<file path="config.mk">
export PLATFORM = sky130hd
export DESIGN_NAME = core_complex
export DESIGN_NICKNAME = d
export VERILOG_FILES = /design/src/hw/complex_pkg.sv /design/src/hw/complex_ifaces.sv /design/src/hw/compute_core.sv /design/src/hw/constant_bank.sv /design/src/hw/control_decoder.sv /design/src/hw/core_complex.sv /design/src/hw/input_sequencer.sv /design/src/hw/result_mover.sv
export VERILOG_INCLUDE_DIRS = /design/src /design/src/hw
export SDC_FILE = /design/constraint.sdc
export NUM_CORES = 1
export LEC_CHECK = 0
export BUFFER_PORTS_ARGS = -buffer_cell sky130_fd_sc_hd__buf_2
export CAP_MARGIN = 40
export CORE_MARGIN = 5
export CORE_UTILIZATION = 55
export CTS_BUF_LIST = sky130_fd_sc_hd__clkbuf_8
export DETAILED_ROUTE_END_ITERATION = 12
export GPL_TIMING_DRIVEN = 0
export PLACE_DENSITY_LB_ADDON = 0.12
export SLEW_MARGIN = 20
export SYNTH_ARGS = -nofsm -noshare
export SYNTH_HDL_FRONTEND = slang
export SYNTH_SLANG_ARGS = --single-unit
export TNS_END_PERCENT = 20
</file>
<file path="constraint.sdc">
create_clock -name core_clock -period 10.8 [get_ports core_clock]
set_input_delay 1.08 -clock core_clock [delete_from_list [all_inputs] [get_ports core_clock]]
set_output_delay 1.08 -clock core_clock [all_outputs]
set_load 0.05 [all_outputs]
</file>
<file path="src/hw/complex_params.svh">
`ifndef COMPLEX_PARAMS_SVH
`define COMPLEX_PARAMS_SVH

`define DATA_WIDTH      16
`define CTRL_ADDR_WIDTH 8
`define CTRL_DATA_WIDTH 32
`define REG_ADDR_WIDTH  5

`define N_SAMPLES       8
`define N_ROUTES        4
`define N_CONSTANTS     3

// Register file map of the compute core
`define REG_GAIN        0
`define REG_OFFSET      1
`define REG_LIMIT       2
`define REG_INPUT_BASE  4
`define REG_RESULT_BASE 16

// Constants sit at control addresses 0 to 2 and the routing table starts here
`define CTRL_ROUTE_BASE 8'h10

`endif

</file>
<file path="src/hw/complex_pkg.sv">
`default_nettype none
`include "complex_params.svh"

package complex_pkg;

    typedef logic signed [`DATA_WIDTH-1:0] sample_t;

    typedef logic [`REG_ADDR_WIDTH-1:0] reg_addr_t;

    typedef struct packed {
        logic       enable;
        logic [2:0] src;
        logic [7:0] tag;
    } route_entry_t;

    // One control word is read as a constant or as a routing entry depending on the address
    typedef union packed {
        struct packed {
            logic [`CTRL_DATA_WIDTH-`DATA_WIDTH-1:0] unused;
            sample_t                                 value;
        } as_const;
        struct packed {
            logic [`CTRL_DATA_WIDTH-$bits(route_entry_t)-1:0] unused;
            route_entry_t                                     entry;
        } as_route;
    } ctrl_word_u;

endpackage

`default_nettype wire

</file>
<file path="src/hw/complex_ifaces.sv">
`timescale 1ns/100ps
`default_nettype none

// Register write channel where a transfer happens when valid and ready are both high
interface reg_write_if;
    logic                   valid;
    logic                   ready;
    complex_pkg::reg_addr_t addr;
    complex_pkg::sample_t   data;

    modport source (
        output valid,
        output addr,
        output data,
        input  ready
    );

    modport sink (
        input  valid,
        input  addr,
        input  data,
        output ready
    );
endinterface

// Register read channel with a fixed one cycle response
interface reg_read_if;
    logic                   req;
    complex_pkg::reg_addr_t addr;
    logic                   resp_valid;
    complex_pkg::sample_t   resp_data;

    modport requester (
        output req,
        output addr,
        input  resp_valid,
        input  resp_data
    );

    modport responder (
        input  req,
        input  addr,
        output resp_valid,
        output resp_data
    );
endinterface

`default_nettype wire

</file>
<file path="src/hw/compute_core.sv">
`timescale 1ns/100ps
`default_nettype none
`include "complex_params.svh"

module compute_core (
    input  logic          core_clock,
    input  logic          arst_n,
    reg_write_if.sink     reg_wr,
    input  logic          run,
    output logic          core_done,
    reg_read_if.responder rd
);

    localparam int LAST_CYCLE = `N_SAMPLES + 1;

    complex_pkg::sample_t   rf [2**`REG_ADDR_WIDTH];
    logic                   busy;
    logic [3:0]             cycle;
    logic                   issue;
    complex_pkg::sample_t   x;
    logic                   s1_valid;
    logic [2:0]             s1_idx;
    logic signed [31:0]     s1_prod;
    logic signed [31:0]     scaled;
    logic signed [17:0]     sum;
    complex_pkg::sample_t   limit;
    complex_pkg::sample_t   clamped;
    complex_pkg::reg_addr_t res_addr;

    assign reg_wr.ready = 1'b1;

    // Stage 1 takes one input per cycle during the first N_SAMPLES cycles of a run
    assign issue = busy && (cycle < `N_SAMPLES);
    assign x = rf[complex_pkg::reg_addr_t'(`REG_INPUT_BASE + cycle[2:0])];

    always_ff @(posedge core_clock or negedge arst_n) begin
        if (!arst_n) begin
            busy <= 1'b0;
            cycle <= '0;
            s1_valid <= 1'b0;
            core_done <= 1'b0;
            rd.resp_valid <= 1'b0;
        end else begin
            s1_valid <= issue;
            rd.resp_valid <= rd.req;
            core_done <= busy && (cycle == LAST_CYCLE);
            if (run) begin
                busy <= 1'b1;
                cycle <= '0;
            end else if (busy) begin
                cycle <= cycle + 1'b1;
                if (cycle == LAST_CYCLE) begin
                    busy <= 1'b0;
                end
            end
        end
    end

    always_ff @(posedge core_clock) begin
        if (issue) begin
            s1_prod <= x * rf[`REG_GAIN];
            s1_idx <= cycle[2:0];
        end
        rd.resp_data <= rf[rd.addr];
    end

    // Stage 2 scales back by 256, adds the offset and clamps symmetrically
    assign scaled = s1_prod >>> 8;
    assign sum = $signed(scaled[17:0]) + rf[`REG_OFFSET];
    assign limit = rf[`REG_LIMIT];

    always_comb begin
        if (sum > limit) begin
            clamped = limit;
        end else if (sum < -limit) begin
            clamped = -limit;
        end else begin
            clamped = sum[`DATA_WIDTH-1:0];
        end
    end

    assign res_addr = complex_pkg::reg_addr_t'(`REG_RESULT_BASE + s1_idx);

    always_ff @(posedge core_clock) begin
        if (reg_wr.valid) begin
            rf[reg_wr.addr] <= reg_wr.data;
        end
        if (s1_valid) begin
            rf[res_addr] <= clamped;
        end
    end

    // Constants and inputs below the result window stay untouched while a run is in flight
    no_low_writes_in_run: assert property (
        @(posedge core_clock) disable iff (!arst_n)
        (busy || s1_valid) |-> !reg_wr.valid
    );

endmodule

`default_nettype wire

</file>
<file path="src/hw/constant_bank.sv">
`timescale 1ns/100ps
`default_nettype none
`include "complex_params.svh"

module constant_bank (
    input  logic                 core_clock,
    input  logic                 arst_n,
    input  logic                 const_we,
    input  logic [1:0]           const_sel,
    input  complex_pkg::sample_t const_value,
    input  logic                 replay,
    reg_write_if.source          const_out
);

    complex_pkg::sample_t consts [`N_CONSTANTS];
    logic [1:0]           idx;
    logic                 active;

    always_ff @(posedge core_clock or negedge arst_n) begin
        if (!arst_n) begin
            active <= 1'b0;
            idx <= '0;
            for (int i = 0; i < `N_CONSTANTS; i++) begin
                consts[i] <= '0;
            end
        end else begin
            if (const_we) begin
                consts[const_sel] <= const_value;
            end
            if (replay) begin
                active <= 1'b1;
                idx <= '0;
            end else if (active && const_out.ready) begin
                if (idx == 2'(`N_CONSTANTS - 1)) begin
                    active <= 1'b0;
                end else begin
                    idx <= idx + 1'b1;
                end
            end
        end
    end

    assign const_out.valid = active;
    assign const_out.data = consts[idx];

    // Order on the wire is gain, offset, limit
    always_comb begin
        case (idx)
            2'd0: const_out.addr = complex_pkg::reg_addr_t'(`REG_GAIN);
            2'd1: const_out.addr = complex_pkg::reg_addr_t'(`REG_OFFSET);
            default: const_out.addr = complex_pkg::reg_addr_t'(`REG_LIMIT);
        endcase
    end

endmodule

`default_nettype wire

</file>
<file path="src/hw/control_decoder.sv">
`timescale 1ns/100ps
`default_nettype none
`include "complex_params.svh"

module control_decoder (
    input  logic                        core_clock,
    input  logic                        arst_n,
    input  logic                        ctrl_req,
    input  logic [`CTRL_ADDR_WIDTH-1:0] ctrl_addr,
    input  complex_pkg::ctrl_word_u     ctrl_wdata,
    output logic                        ctrl_ack,
    output logic                        const_we,
    output logic [1:0]                  const_sel,
    output complex_pkg::sample_t        const_value,
    output complex_pkg::route_entry_t   routes [`N_ROUTES]
);

    localparam int ROUTE_IDX_W = $clog2(`N_ROUTES);

    logic                        accept;
    logic                        route_we;
    logic [`CTRL_ADDR_WIDTH-1:0] route_offset;

    // A request is taken only once the previous handshake has fully closed
    assign accept = ctrl_req && !ctrl_ack;

    assign route_offset = ctrl_addr - `CTRL_ROUTE_BASE;
    assign route_we = accept && (ctrl_addr >= `CTRL_ROUTE_BASE) && (route_offset < `N_ROUTES);

    assign const_we = accept && (ctrl_addr < `N_CONSTANTS);
    assign const_sel = ctrl_addr[1:0];
    assign const_value = ctrl_wdata.as_const.value;

    always_ff @(posedge core_clock or negedge arst_n) begin
        if (!arst_n) begin
            ctrl_ack <= 1'b0;
            for (int i = 0; i < `N_ROUTES; i++) begin
                routes[i] <= '0;
            end
        end else begin
            if (accept) begin
                ctrl_ack <= 1'b1;
            end else if (ctrl_ack && !ctrl_req) begin
                ctrl_ack <= 1'b0;
            end
            if (route_we) begin
                routes[route_offset[ROUTE_IDX_W-1:0]] <= ctrl_wdata.as_route.entry;
            end
        end
    end

    ack_needs_req: assert property (
        @(posedge core_clock) disable iff (!arst_n) $rose(ctrl_ack) |-> $past(ctrl_req)
    );

endmodule

`default_nettype wire

</file>
<file path="src/hw/core_complex.sv">
`timescale 1ns/100ps
`default_nettype none
`include "complex_params.svh"

module core_complex (
    input  logic                        core_clock,
    input  logic                        arst_n,
    input  logic                        ctrl_req,
    input  logic [`CTRL_ADDR_WIDTH-1:0] ctrl_addr,
    input  logic [`CTRL_DATA_WIDTH-1:0] ctrl_wdata,
    output logic                        ctrl_ack,
    input  logic                        start,
    input  logic                        in_valid,
    input  logic [`DATA_WIDTH-1:0]      in_data,
    output logic                        in_ready,
    output logic                        out_valid,
    output logic [`DATA_WIDTH-1:0]      out_data,
    output logic [7:0]                  out_tag,
    input  logic                        out_ready,
    output logic                        done
);

    logic                      const_we;
    logic [1:0]                const_sel;
    complex_pkg::sample_t      const_value;
    complex_pkg::route_entry_t routes [`N_ROUTES];
    logic                      replay;
    logic                      run;
    logic                      core_done;

    reg_write_if const_wr ();
    reg_write_if core_wr ();
    reg_read_if  result_rd ();

    control_decoder control_decoder_i (
        .core_clock  (core_clock),
        .arst_n      (arst_n),
        .ctrl_req    (ctrl_req),
        .ctrl_addr   (ctrl_addr),
        .ctrl_wdata  (ctrl_wdata),
        .ctrl_ack    (ctrl_ack),
        .const_we    (const_we),
        .const_sel   (const_sel),
        .const_value (const_value),
        .routes      (routes)
    );

    constant_bank constant_bank_i (
        .core_clock  (core_clock),
        .arst_n      (arst_n),
        .const_we    (const_we),
        .const_sel   (const_sel),
        .const_value (const_value),
        .replay      (replay),
        .const_out   (const_wr)
    );

    input_sequencer input_sequencer_i (
        .core_clock (core_clock),
        .arst_n     (arst_n),
        .start      (start),
        .done       (done),
        .replay     (replay),
        .const_in   (const_wr),
        .in_valid   (in_valid),
        .in_data    (in_data),
        .in_ready   (in_ready),
        .reg_wr     (core_wr),
        .run        (run)
    );

    compute_core compute_core_i (
        .core_clock (core_clock),
        .arst_n     (arst_n),
        .reg_wr     (core_wr),
        .run        (run),
        .core_done  (core_done),
        .rd         (result_rd)
    );

    result_mover result_mover_i (
        .core_clock (core_clock),
        .arst_n     (arst_n),
        .core_done  (core_done),
        .routes     (routes),
        .rd         (result_rd),
        .out_valid  (out_valid),
        .out_data   (out_data),
        .out_tag    (out_tag),
        .out_ready  (out_ready),
        .done       (done)
    );

endmodule

`default_nettype wire

</file>
<file path="src/hw/input_sequencer.sv">
`timescale 1ns/100ps
`default_nettype none
`include "complex_params.svh"

module input_sequencer (
    input  logic                 core_clock,
    input  logic                 arst_n,
    input  logic                 start,
    input  logic                 done,
    output logic                 replay,
    reg_write_if.sink            const_in,
    input  logic                 in_valid,
    input  complex_pkg::sample_t in_data,
    output logic                 in_ready,
    reg_write_if.source          reg_wr,
    output logic                 run
);

    typedef enum logic [1:0] {
        IDLE,
        REPLAY,
        LOAD,
        WAIT_DONE
    } state_t;

    state_t     state;
    logic [2:0] count;
    logic       write_done;

    assign write_done = reg_wr.valid && reg_wr.ready;

    // Only one of the two write sources reaches the core at a time
    always_comb begin
        reg_wr.valid = 1'b0;
        reg_wr.addr = const_in.addr;
        reg_wr.data = const_in.data;
        const_in.ready = 1'b0;
        in_ready = 1'b0;
        case (state)
            REPLAY: begin
                reg_wr.valid = const_in.valid;
                const_in.ready = reg_wr.ready;
            end
            LOAD: begin
                reg_wr.valid = in_valid;
                reg_wr.addr = complex_pkg::reg_addr_t'(`REG_INPUT_BASE + count);
                reg_wr.data = in_data;
                in_ready = reg_wr.ready;
            end
            default: begin
            end
        endcase
    end

    always_ff @(posedge core_clock or negedge arst_n) begin
        if (!arst_n) begin
            state <= IDLE;
            count <= '0;
            replay <= 1'b0;
            run <= 1'b0;
        end else begin
            replay <= 1'b0;
            run <= 1'b0;
            case (state)
                IDLE: begin
                    if (start) begin
                        replay <= 1'b1;
                        count <= '0;
                        state <= REPLAY;
                    end
                end
                REPLAY: begin
                    if (write_done && count == 3'(`N_CONSTANTS - 1)) begin
                        count <= '0;
                        state <= LOAD;
                    end else if (write_done) begin
                        count <= count + 1'b1;
                    end
                end
                LOAD: begin
                    if (write_done && count == 3'(`N_SAMPLES - 1)) begin
                        run <= 1'b1;
                        state <= WAIT_DONE;
                    end else if (write_done) begin
                        count <= count + 1'b1;
                    end
                end
                WAIT_DONE: begin
                    if (done) begin
                        state <= IDLE;
                    end
                end
                default: state <= IDLE;
            endcase
        end
    end

    run_after_writes: assert property (
        @(posedge core_clock) disable iff (!arst_n) run |-> !reg_wr.valid
    );

endmodule

`default_nettype wire

</file>
<file path="src/hw/result_mover.sv">
`timescale 1ns/100ps
`default_nettype none
`include "complex_params.svh"

module result_mover (
    input  logic                      core_clock,
    input  logic                      arst_n,
    input  logic                      core_done,
    input  complex_pkg::route_entry_t routes [`N_ROUTES],
    reg_read_if.requester             rd,
    output logic                      out_valid,
    output complex_pkg::sample_t      out_data,
    output logic [7:0]                out_tag,
    input  logic                      out_ready,
    output logic                      done
);

    localparam int IDX_W = $clog2(`N_ROUTES);

    typedef enum logic [1:0] {
        IDLE,
        WAIT_RESP,
        PRESENT
    } state_t;

    state_t           state;
    logic [IDX_W-1:0] idx;
    logic [IDX_W:0]   search_base;
    logic [IDX_W-1:0] next_idx;
    logic             found;
    logic             advance;
    logic             issue;

    // Finds the first enabled entry at or after the search base
    assign search_base = (state == IDLE) ? '0 : {1'b0, idx} + 1'b1;

    always_comb begin
        found = 1'b0;
        next_idx = '0;
        for (int i = `N_ROUTES - 1; i >= 0; i--) begin
            if (i >= search_base && routes[i].enable) begin
                found = 1'b1;
                next_idx = IDX_W'(i);
            end
        end
    end

    assign advance = (state == IDLE && core_done) || (state == PRESENT && out_ready);
    assign issue = advance && found;

    always_ff @(posedge core_clock or negedge arst_n) begin
        if (!arst_n) begin
            state <= IDLE;
            idx <= '0;
            rd.req <= 1'b0;
            out_valid <= 1'b0;
            done <= 1'b0;
        end else begin
            rd.req <= issue;
            done <= advance && !found;
            if (issue) begin
                idx <= next_idx;
            end
            if (advance) begin
                out_valid <= 1'b0;
                state <= found ? WAIT_RESP : IDLE;
            end else if (state == WAIT_RESP && rd.resp_valid) begin
                out_valid <= 1'b1;
                state <= PRESENT;
            end
        end
    end

    always_ff @(posedge core_clock) begin
        if (issue) begin
            rd.addr <= complex_pkg::reg_addr_t'(`REG_RESULT_BASE + routes[next_idx].src);
        end
        if (state == WAIT_RESP && rd.resp_valid) begin
            out_data <= rd.resp_data;
            out_tag <= routes[idx].tag;
        end
    end

    output_held: assert property (
        @(posedge core_clock) disable iff (!arst_n)
        out_valid && !out_ready |=> out_valid && $stable(out_data) && $stable(out_tag)
    );

endmodule

`default_nettype wire

</file>
==> Word level (Yosys, flattened, before mapping) <==
Memories as Yosys holds them, arrays and structs flattened. A register that Yosys moved wholly into a read port is not among the register bits.
Index checks and enable logic that the tools add are counted.
{ "op_classes": {"addsub": 12, "mul": 1, "n_lt_le_gt_ge": 17, "n_eq_ne": 16, "n_mux": 68, "bitwise_logic": 5, "n_reduce_logical": 38} }
{ "ops": {"columns": ["op", "count"], "rows": [
  ["$bwmux W48", 2],
  ["$mux W16", 6],
  ["$bmux W12 S2", 2],
  ["$bmux W16 S2", 1],
  ["$demux W16 S2", 1],
  ["$mul A16 B16 Y26", 1],
  ["$mux W2", 13],
  ["$mux W1", 25],
  ["$demux W12 S2", 1],
  ["$mux W11", 2],
  ["$logic_and A1 B1 Y1", 21],
  ["$add A18 B16 Y18", 1],
  ["$gt A18 B16 Y1", 1],
  ["$lt A18 B18 Y1", 1],
  ["$neg A16 Y18", 1],
  ["$mux W8", 2],
  ["$neg A16 Y16", 1],
  ["$ge A3 B3 Y1 const B", 5],
  ["$mux W3", 5],
  ["$not A2 Y3", 5],
  ["$mux W12", 1],
  ["$add A5 B3 Y5 const A", 2],
  ["$reduce_bool A2 Y1", 5],
  ["$pmux W3 S3", 1],
  ["other kinds (32)", 51]
]} }
{ "totals": {"reg_bits": 180, "mem_bits_rw": 512, "input_bits": 62, "output_inout_bits": 28, "elab_cells": 195, "mem_count": 1} }
{ "mem_list": {"columns": ["name", "depth", "word_bits", "rd", "rd_ports_with_merged_regs", "write_ports", "line_no", "text"], "rows": [
  ["compute_core_i.rf", 32, 16, 5, 1, 2, "compute_core.sv:16", "complex_pkg::sample_t rf [2**`REG_ADDR_WIDTH];"]
]} }

==> Logic depth before layout (Yosys ltp) <==
Gate-level depths: netlist of the first run.
{ "depth": {"ltp_word": 13, "ltp_mapped": 30, "mapped_depth_nobuf": 25} }

==> Cells and area by module <==
A second synthesis of the first run with hierarchy kept.
{ "unflattened": {"hier_cells": 2902, "hier_area_um2": 40198.6} }
{ "modules_own_cells": {"columns": ["mod", "instances", "cells_each", "area_each_um2", "seq_area_each_um2"], "rows": [
  ["compute_core", 1, 2444, 33540.9, 16525.8],
  ["constant_bank", 1, 164, 2378.5, 1276.2],
  ["control_decoder", 1, 132, 2060.7, 1226.2],
  ["result_mover", 1, 88, 1458.9, 960.9],
  ["input_sequencer", 1, 74, 759.5, 175.2]
]} }

==> Worst setup path after synthesis of the first run <==
No wires, ideal clock.
{ "synth_path": {"path_kind": "reg-to-reg", "start": "reg compute_core_i.cycle[0]", "end": "reg compute_core_i.s1_prod[25], data pin", "arrival_time_ns": 8.053, "setup_slack_ns": 2.487, "stages_incl_launch_ff": 29, "synth_period_minus_slack_ns": 8.313, "path_cell_list": "dfrtp_1 -> buf_4 -> buf_4 -> buf_2 -> buf_1 -> mux4_2 -> mux2_2 -> clkbuf_1 -> and2_1 -> fa_1 -> inv_1 -> fa_1 -> fa_1 -> fa_1 -> inv_1 -> fa_1 -> inv_1 -> fa_1 -> inv_1 -> ha_1 -> nand4_1 -> nor4_1 -> a41o_1 -> a211oi_2 -> o31ai_2 -> o311a_1 -> a311o_1 -> a21oi_2 -> xnor2_1"} }
{ "synth_between": {"elab_chain_cells": 3} }
{ "synth_lines": {"columns": ["item", "line_no", "text"], "rows": [
  ["start: declaration", "compute_core.sv:18", "logic [3:0] cycle;"],
  ["start signal: assignment", "compute_core.sv:51", "cycle <= cycle + 1'b1;"],
  ["$add A3 B3 Y4 (no line)", null, null],
  ["$mem_v2 Z32 W16", null, null],
  ["$mul A16 B16 Y26", "compute_core.sv:61", "s1_prod <= x * rf[`REG_GAIN];"],
  ["end signal: assignment", "compute_core.sv:61", null],
  ["end: declaration", "compute_core.sv:23", "logic signed [31:0] s1_prod;"]
]} }
No other way between the ends.
A chain may end at the register's enable or synchronous reset.

==> Worst setup path in the final report of the first run <==
{ "layout_path": {"start": "reg compute_core_i.cycle[1]", "end": "reg compute_core_i.s1_prod[25], data pin"} }
Same word-level chain as after synthesis.

==> results of run 1 <==
[state kept, by name (all words and copies together), names as in the netlist, 2 cells and up]
signal,flops
result_mover_i.out_data,16
compute_core_i.s1_idx,3
result_mover_i.out_tag,8
compute_core_i.s1_prod,18
compute_core_i.cycle,4
control_decoder_i.routes,48
compute_core_i.rf,304
result_mover_i.state,2
constant_bank_i.idx,2
result_mover_i.idx,2
constant_bank_i.consts,48
input_sequencer_i.count,3
input_sequencer_i.state,2
compute_core_i.rd.resp_data,16
result_mover_i.rd.addr,3
[routing by layer]
layer  part of all wire  up-vias  track usage
li1                   -     7951            -
met1               0.43     8974       0.3402
met2               0.48      557       0.3784
met3              0.070      103      0.05112
met4              0.022        2      0.06588
met5            0.00017        -            0
[critical path, delay by kind of cell, from the launching register on]
kind / cells / cell delay, ns
AOI/OAI and AO/OA: 6 / 1.56
xor gates and xnor gates: 1 / 0.15
adders and majority gates: 7 / 3.49
buffers and inverters: 9 / 2.58
DFF: 1 / 0.39
muxes: 2 / 0.80
and+or+nand+nor: 3 / 0.68
[layout make-up]
type | count | area share
flip-flops and latches | 489 | 0.4276
multi-input cells | 1279 | 0.4178
clock buffers | 94 | 0.03975
inverters | 344 | 0.03967
repair buffers | 128 | 0.02864
well taps | 688 | 0.02645
clock inverters | 52 | 0.01042
plain buffers | 81 | 0.009611
[synth_stat cells (all sizes together) (16+ instances only)]
cell    number
a221oi      19
nor2b       24
nand2b      17
edfxtp     352
mux2i       16
dfrtp      121
a21o        22
a21oi       58
nand2      140
clkbuf      66
dfxtp       16
nor2        58
mux4        72
o21ai       31
xnor2       56
and2       112
nor3        25
inv        340
fa         209
mux2       144
ha         140
[cells by family after synthesis]
logic type	after synthesis	synth area share
flops	489	0.4802
simple gates	437	0.07727
buf+inv	425	0.05534
fa+ha+maj	349	0.2048
mux	232	0.1174
compound gates	192	0.04420
xor+xnor	69	0.02085
[final timing paths]
path	startpoint	to	cells past startpoint	slack (ns)
worst max-delay path	compute_core_i.cycle[1]	compute_core_i.s1_prod[25]	28	0.86
worst min-delay path	result_mover_i.rd.req	compute_core_i.rd.resp_valid	0	0.37
worst max register to register	compute_core_i.cycle[1]	compute_core_i.s1_prod[25]	28	0.86
worst min register to register	result_mover_i.rd.req	compute_core_i.rd.resp_valid	0	0.37
max in group asynchronous	arst_n	compute_core_i.core_done	2	9.69
min in group asynchronous	arst_n	control_decoder_i.routes[2]	1	0.40
[through the flow]
stage	util	worst slack, ns	instance area, sq um
finish	0.6218	0.8636	32550
global route	0.6218	0.4136	32550
CTS	0.6199	0.8248	32450
detailed placement	0.5887	0.8110	30810
global placement	0.5770	0.9580	30200
floorplan	-	2.487	28990
==> summary.md, run 1 <==
| Metric | Value |
|---|---|
| Status | `finished clean` |
| Worst setup path category | `register to register` |
| Worst-path clk slew | `roughly 0.06 ns` |
| Hpwl dp | `between 40000 and 50000 um` |
| Fin nets | `2814` |
| Critical Path AT | `10.32 ns` |
| H-tree levels | `3` |
| FP Rows | `84` |
| TritonCTS Buffers | `80` |
| Final antenna-violating net count | `0` |
| Drt pass-1 iters | `5` |
| Initial drt markers | `1204` |
| Mapped Nets | `between 2000 and 3000` |
| Initial antenna violation count | `4` |
| First-pass GRT wire length | `around 100000 um` |
| Critical Path End Type | `register` |
| Post-synth EDFFs | `approximately 350` |
| Fillers | `4096` |
| Core Area | `0.05234 sq mm` |
| Synth warn | `0` |
| Vias in the first global route | `between 15000 and 20000` |
| Slowest CP cell | `fa_1` |
| Layout area overhead | `12.28%` |
| Sinks on the clock net | `slightly below 500` |
| Total track usage | `0.2387` |
| Drt total wl | `approximately 66000 um` |
| Placed insts | `3000` |
| RD Place Congestion | `roughly 0.90` |
| DRC violations left | `0` |
| Max clock buf depth | `3` |
| Non-filler cells, final | `3155` |
| Most common cell after layout, fill and taps aside | `inv_1` |
| Min Hold Slack | `0.3706 ns` |
| Yosys cell types | `66` |
| Avg Cell Area, Syn | `13.22 sq um` |
| # IOs | `90` |
| Yosys reg bits | `slightly below 500` |
| Largest net degree at the start of global routing | `63` |
| Layout cells sized above 1 | `0.2055` |
| CTS tree | `done` |
| Area share of the largest cell type after synthesis | `0.3647` |
| Post-synth top flop | `edfxtp_1` |
| RSZ-0062 raised after global routing | `false` |
| Final Skew | `0.02920 ns` |
| Crit share post-route | `0.9200` |
| Tightest Pin Transition | `about 0.88 ns` |
| Die width | `239.6 um` |
| Worst path required time | `11.19 ns` |
| Top cell by count, worst path | `fa_1` |
| Sequential share of the synthesized area | `0.4802` |
| Setup Fix Bufs, Post-CTS | `0` |
| Synth top area cells | `edfxtp_1, fa_1, dfrtp_1, ha_1, mux2_2` |
| Max FO, Critical Path | `10` |
| Max cap viols | `0` |
| Leading area contributor after synthesis | `edfxtp_1` |
| Die area | `0.05739 sq mm` |
| Syn Inst Count | `2193` |
| Multi-input logic area | `0.01360 sq mm` |
| Largest stage delay on the critical path | `~0.56 ns` |
| Slew Limit Headroom | `0.4159` |
| Starting Density | `0.5538` |
| Final Hold Viols | `0` |
| Fmax | `100.6 MHz` |
| Cts repair resizes | `0` |
| Port Buffers | `71` |
| Diodes inserted | `0` |
| Most frequent cells in the layout | `inv_1, edfxtp_1, fa_1, mux2_2` |
| CP Launch Type | `register` |
| Synth async-reset ratio | `0.2474` |
| TNS Setup | `0 ns` |
| Final slew viol count | `0` |
| Final setup fails | `0` |
| Via Count | `approximately 18000` |
| Avg WL per Cell | `21.01 um` |
| Mapped cell area | `0.02899 sq mm` |
| Hold Path Class | `register to register` |
| Total gr overflow | `0` |
| Register Area | `about 0.014 sq mm` |
| Root Driver | `clkbuf_8` |
| Worst skew pair latency | `0.67 ns` |
| Fin crit period | `9.936 ns` |
| Vias/cell | `5.574` |
| Hold_buf cts | `0` |
| Die H | `239.6 um` |
Power of run 1 is not shown: default switching activity piles up to over one toggle a cycle in this logic, so the estimate is an artifact.
==> inputs of run 2 (changes only) <==
--- a/config.mk
+++ b/config.mk
@@ -8,12 +8,14 @@
 export LEC_CHECK = 0
 export BUFFER_PORTS_ARGS = -buffer_cell sky130_fd_sc_hd__buf_2
 export CAP_MARGIN = 40
+export CORE_ASPECT_RATIO = 1.75
 export CORE_MARGIN = 5
-export CORE_UTILIZATION = 55
+export CORE_UTILIZATION = 30
 export CTS_BUF_LIST = sky130_fd_sc_hd__clkbuf_8
 export DETAILED_ROUTE_END_ITERATION = 12
 export GPL_TIMING_DRIVEN = 0
 export PLACE_DENSITY_LB_ADDON = 0.12
+export REMOVE_ABC_BUFFERS = 1
 export SLEW_MARGIN = 20
 export SYNTH_ARGS = -nofsm -noshare
 export SYNTH_HDL_FRONTEND = slang
==> summary.md, run 2 (synthesized netlist as in run 1, its figures left out) <==
| Metric | Value |
|---|---|
| Final antenna-violating net count | `0 (unchanged)` |
| Dpl cell area | `0.03164 sq mm (was 0.03081 sq mm)` |
| Worst-path clk slew | `0.06 ns (about the same)` |
| Die area | `0.1032 sq mm (was 0.05739 sq mm)` |
| Starting Density | `0.3008 (was 0.5538)` |
| Avg WL per Cell | `20.70 um (was 21.01 um)` |
| Layout cells sized above 1 | `0.2180 (was 0.2055)` |
| Crit share post-route | `0.7586 (was 0.9200)` |
| Largest stage delay on the critical path | `0.55 ns (was 0.56 ns)` |
| H-tree levels | `3 (unchanged)` |
| Top cell by count, worst path | `fa_1 (unchanged)` |
| Final slew viol count | `0 (unchanged)` |
| Fin nets | `2744 (was 2814)` |
| Layout area overhead | `14.24% (was 12.28%)` |
| RD Place Congestion | `0.8035 (was 0.9029)` |
| Tightest Pin Transition | `0.8733 ns (was 0.8762 ns)` |
| Fin crit period | `8.192 ns (was 9.936 ns)` |
| Port Buffers | `73 (was 71)` |
| Core Area | `0.09635 sq mm (was 0.05234 sq mm)` |
| Most frequent cells in the layout | `inv_1, edfxtp_1, fa_1, mux2_2, nand2_1 (was inv_1, edfxtp_1, fa_1, mux2_2)` |
| Drt pass-1 iters | `5 (unchanged)` |
| Final Skew | `0.03121 ns (was 0.02920 ns)` |
| Most common cell after layout, fill and taps aside | `inv_1 (unchanged)` |
| Die width | `245.0 um (was 239.6 um)` |
| Worst skew pair latency | `0.70 ns (was 0.67 ns)` |
| First-pass GRT wire length | `115800 um (was 104800 um)` |
| Final setup fails | `0 (unchanged)` |
| Root Driver | `clkbuf_8 (unchanged)` |
| Initial antenna violation count | `5 (was 4)` |
| CP cell instances | `buf_16, mux4_2, mux2_2, and2_1, fa_1, inv_1, fa_1, fa_1, fa_1, inv_1, fa_1, inv_1, fa_1, inv_1, ha_1, nand4_1, nor4_1, a41o_1, a211oi_2, o31ai_2, o311a_1, a311o_1, a21oi_2, xnor2_1` |
| TNS Setup | `0 ns (unchanged)` |
| Setup Fix Bufs, Post-CTS | `0 (unchanged)` |
| DRC violations left | `0 (unchanged)` |
| RSZ-0062 raised after global routing | `false (unchanged)` |
| Initial drt markers | `692 (was 1204)` |
| Min Hold Slack | `0.3481 ns (was 0.3706 ns)` |
| Critical Path End Type | `register (unchanged)` |
| Worst setup path category | `register to register (unchanged)` |
| Critical Path AT | `8.64 ns (was 10.32 ns)` |
| Max cap viols | `0 (unchanged)` |
| CTS tree | `done (unchanged)` |
| Largest register by flop count | `compute_core_i.rf (unchanged)` |
| Top flop regs | `compute_core_i.rf x304, constant_bank_i.consts x48, control_decoder_i.routes x48 (unchanged)` |
| Via Count | `17130 (was 17590)` |
| Largest register FFs | `304 (unchanged)` |
| CP Launch Type | `register (unchanged)` |
| Largest net degree at the start of global routing | `76 (was 63)` |
| Non-filler cells, final | `3622 (was 3155)` |
| Sinks on the clock net | `489 (unchanged)` |
| Die H | `421.2 um (was 239.6 um)` |
| Hold Path Class | `register to register (unchanged)` |
| Cts repair resizes | `0 (unchanged)` |
| Buffers & Inverters on Critical Path | `5 (was 9)` |
| # IOs | `90 (unchanged)` |
| Drt total wl | `74970 um (was 66300 um)` |
| Hpwl dp | `55410 um (was 49940 um)` |
| Vias/cell | `4.728 (was 5.574)` |
| FP Rows | `151 (was 84)` |
| Worst path required time | `11.25 ns (was 11.19 ns)` |
| Placed insts | `3476 (was 3000)` |
| Hold_buf cts | `0 (unchanged)` |
| Crit path max-delay family | `adder cells (unchanged)` |
| Cell area after layout | `0.03311 sq mm (was 0.03255 sq mm)` |
| Final Hold Viols | `0 (unchanged)` |
| Total track usage | `0.1474 (was 0.2387)` |
| TritonCTS Buffers | `79 (was 80)` |
| Total gr overflow | `0 (unchanged)` |
| Max clock buf depth | `3 (unchanged)` |
| Slew Limit Headroom | `0.4116 (was 0.4159)` |
| Fmax | `122.1 MHz (was 100.6 MHz)` |
| Status | `finished clean (unchanged)` |
| Slowest CP cell | `fa_1 (unchanged)` |
| Max FO, Critical Path | `32 (was 10)` |
| Vias in the first global route | `19190 (was 18600)` |
==> run 2: layout make-up <==
cell class	count	area [sq um]
Fill cell	9525	63240
Sequential cell	489	13920
Multi-Input combinational cell	1279	13730
Tap cell	1224	1531
Inverter	344	1291
Timing Repair Buffer	140	1169
Clock buffer	83	1142
Clock inverter	60	320.3
Antenna cell	3	7.507
==> run 2: layer usage <==
metal | wire length [um] | track usage | up-vias
met1 | 28060 | 0.1644 | 8899
met4 | 2313 | 0.04753 | 2
met2 | 42130 | 0.2830 | 304
li1 | - | - | 7802
met5 | 7 | 0 | -
met3 | 2459 | 0.02352 | 118
==> run 2: per-stage QoR <==
step,utilization,setup WS [ns]
finish,0.3437,2.608
global placement,0.3173,0.3009
detailed placement,0.3284,2.562
CTS,0.3436,2.507
floorplan,-,2.654
global route,0.3436,2.205
==> run 2: final timing paths <==
kind / startpoint / end / slack (ns) / depth (start not counted)
max: compute_core_i.cycle[0] / compute_core_i.s1_prod[25] / 2.61 / 24
min: result_mover_i.rd.req / compute_core_i.rd.resp_valid / 0.35 / 0
max reg2reg: compute_core_i.cycle[0] / compute_core_i.s1_prod[25] / 2.61 / 24
min reg2reg: result_mover_i.rd.req / compute_core_i.rd.resp_valid / 0.35 / 0
max in group asynchronous: arst_n / compute_core_i.cycle[1] / 9.65 / 2
min in group asynchronous: arst_n / constant_bank_i.consts[39] / 0.45 / 1
==> run 2: worst reg2reg max path: cells and delay by family (launching register included) <==
| family | cells | cell delay [ns] |
|---|---|---|
| fa+ha+maj | 7 | 3.56 |
| compound gates | 6 | 1.42 |
| mux | 2 | 1.05 |
| simple gates | 3 | 0.65 |
| buf+inv | 5 | 0.49 |
| flops | 1 | 0.48 |
| xor+xnor | 1 | 0.32 |
Power of run 2 is left out for the same reason.
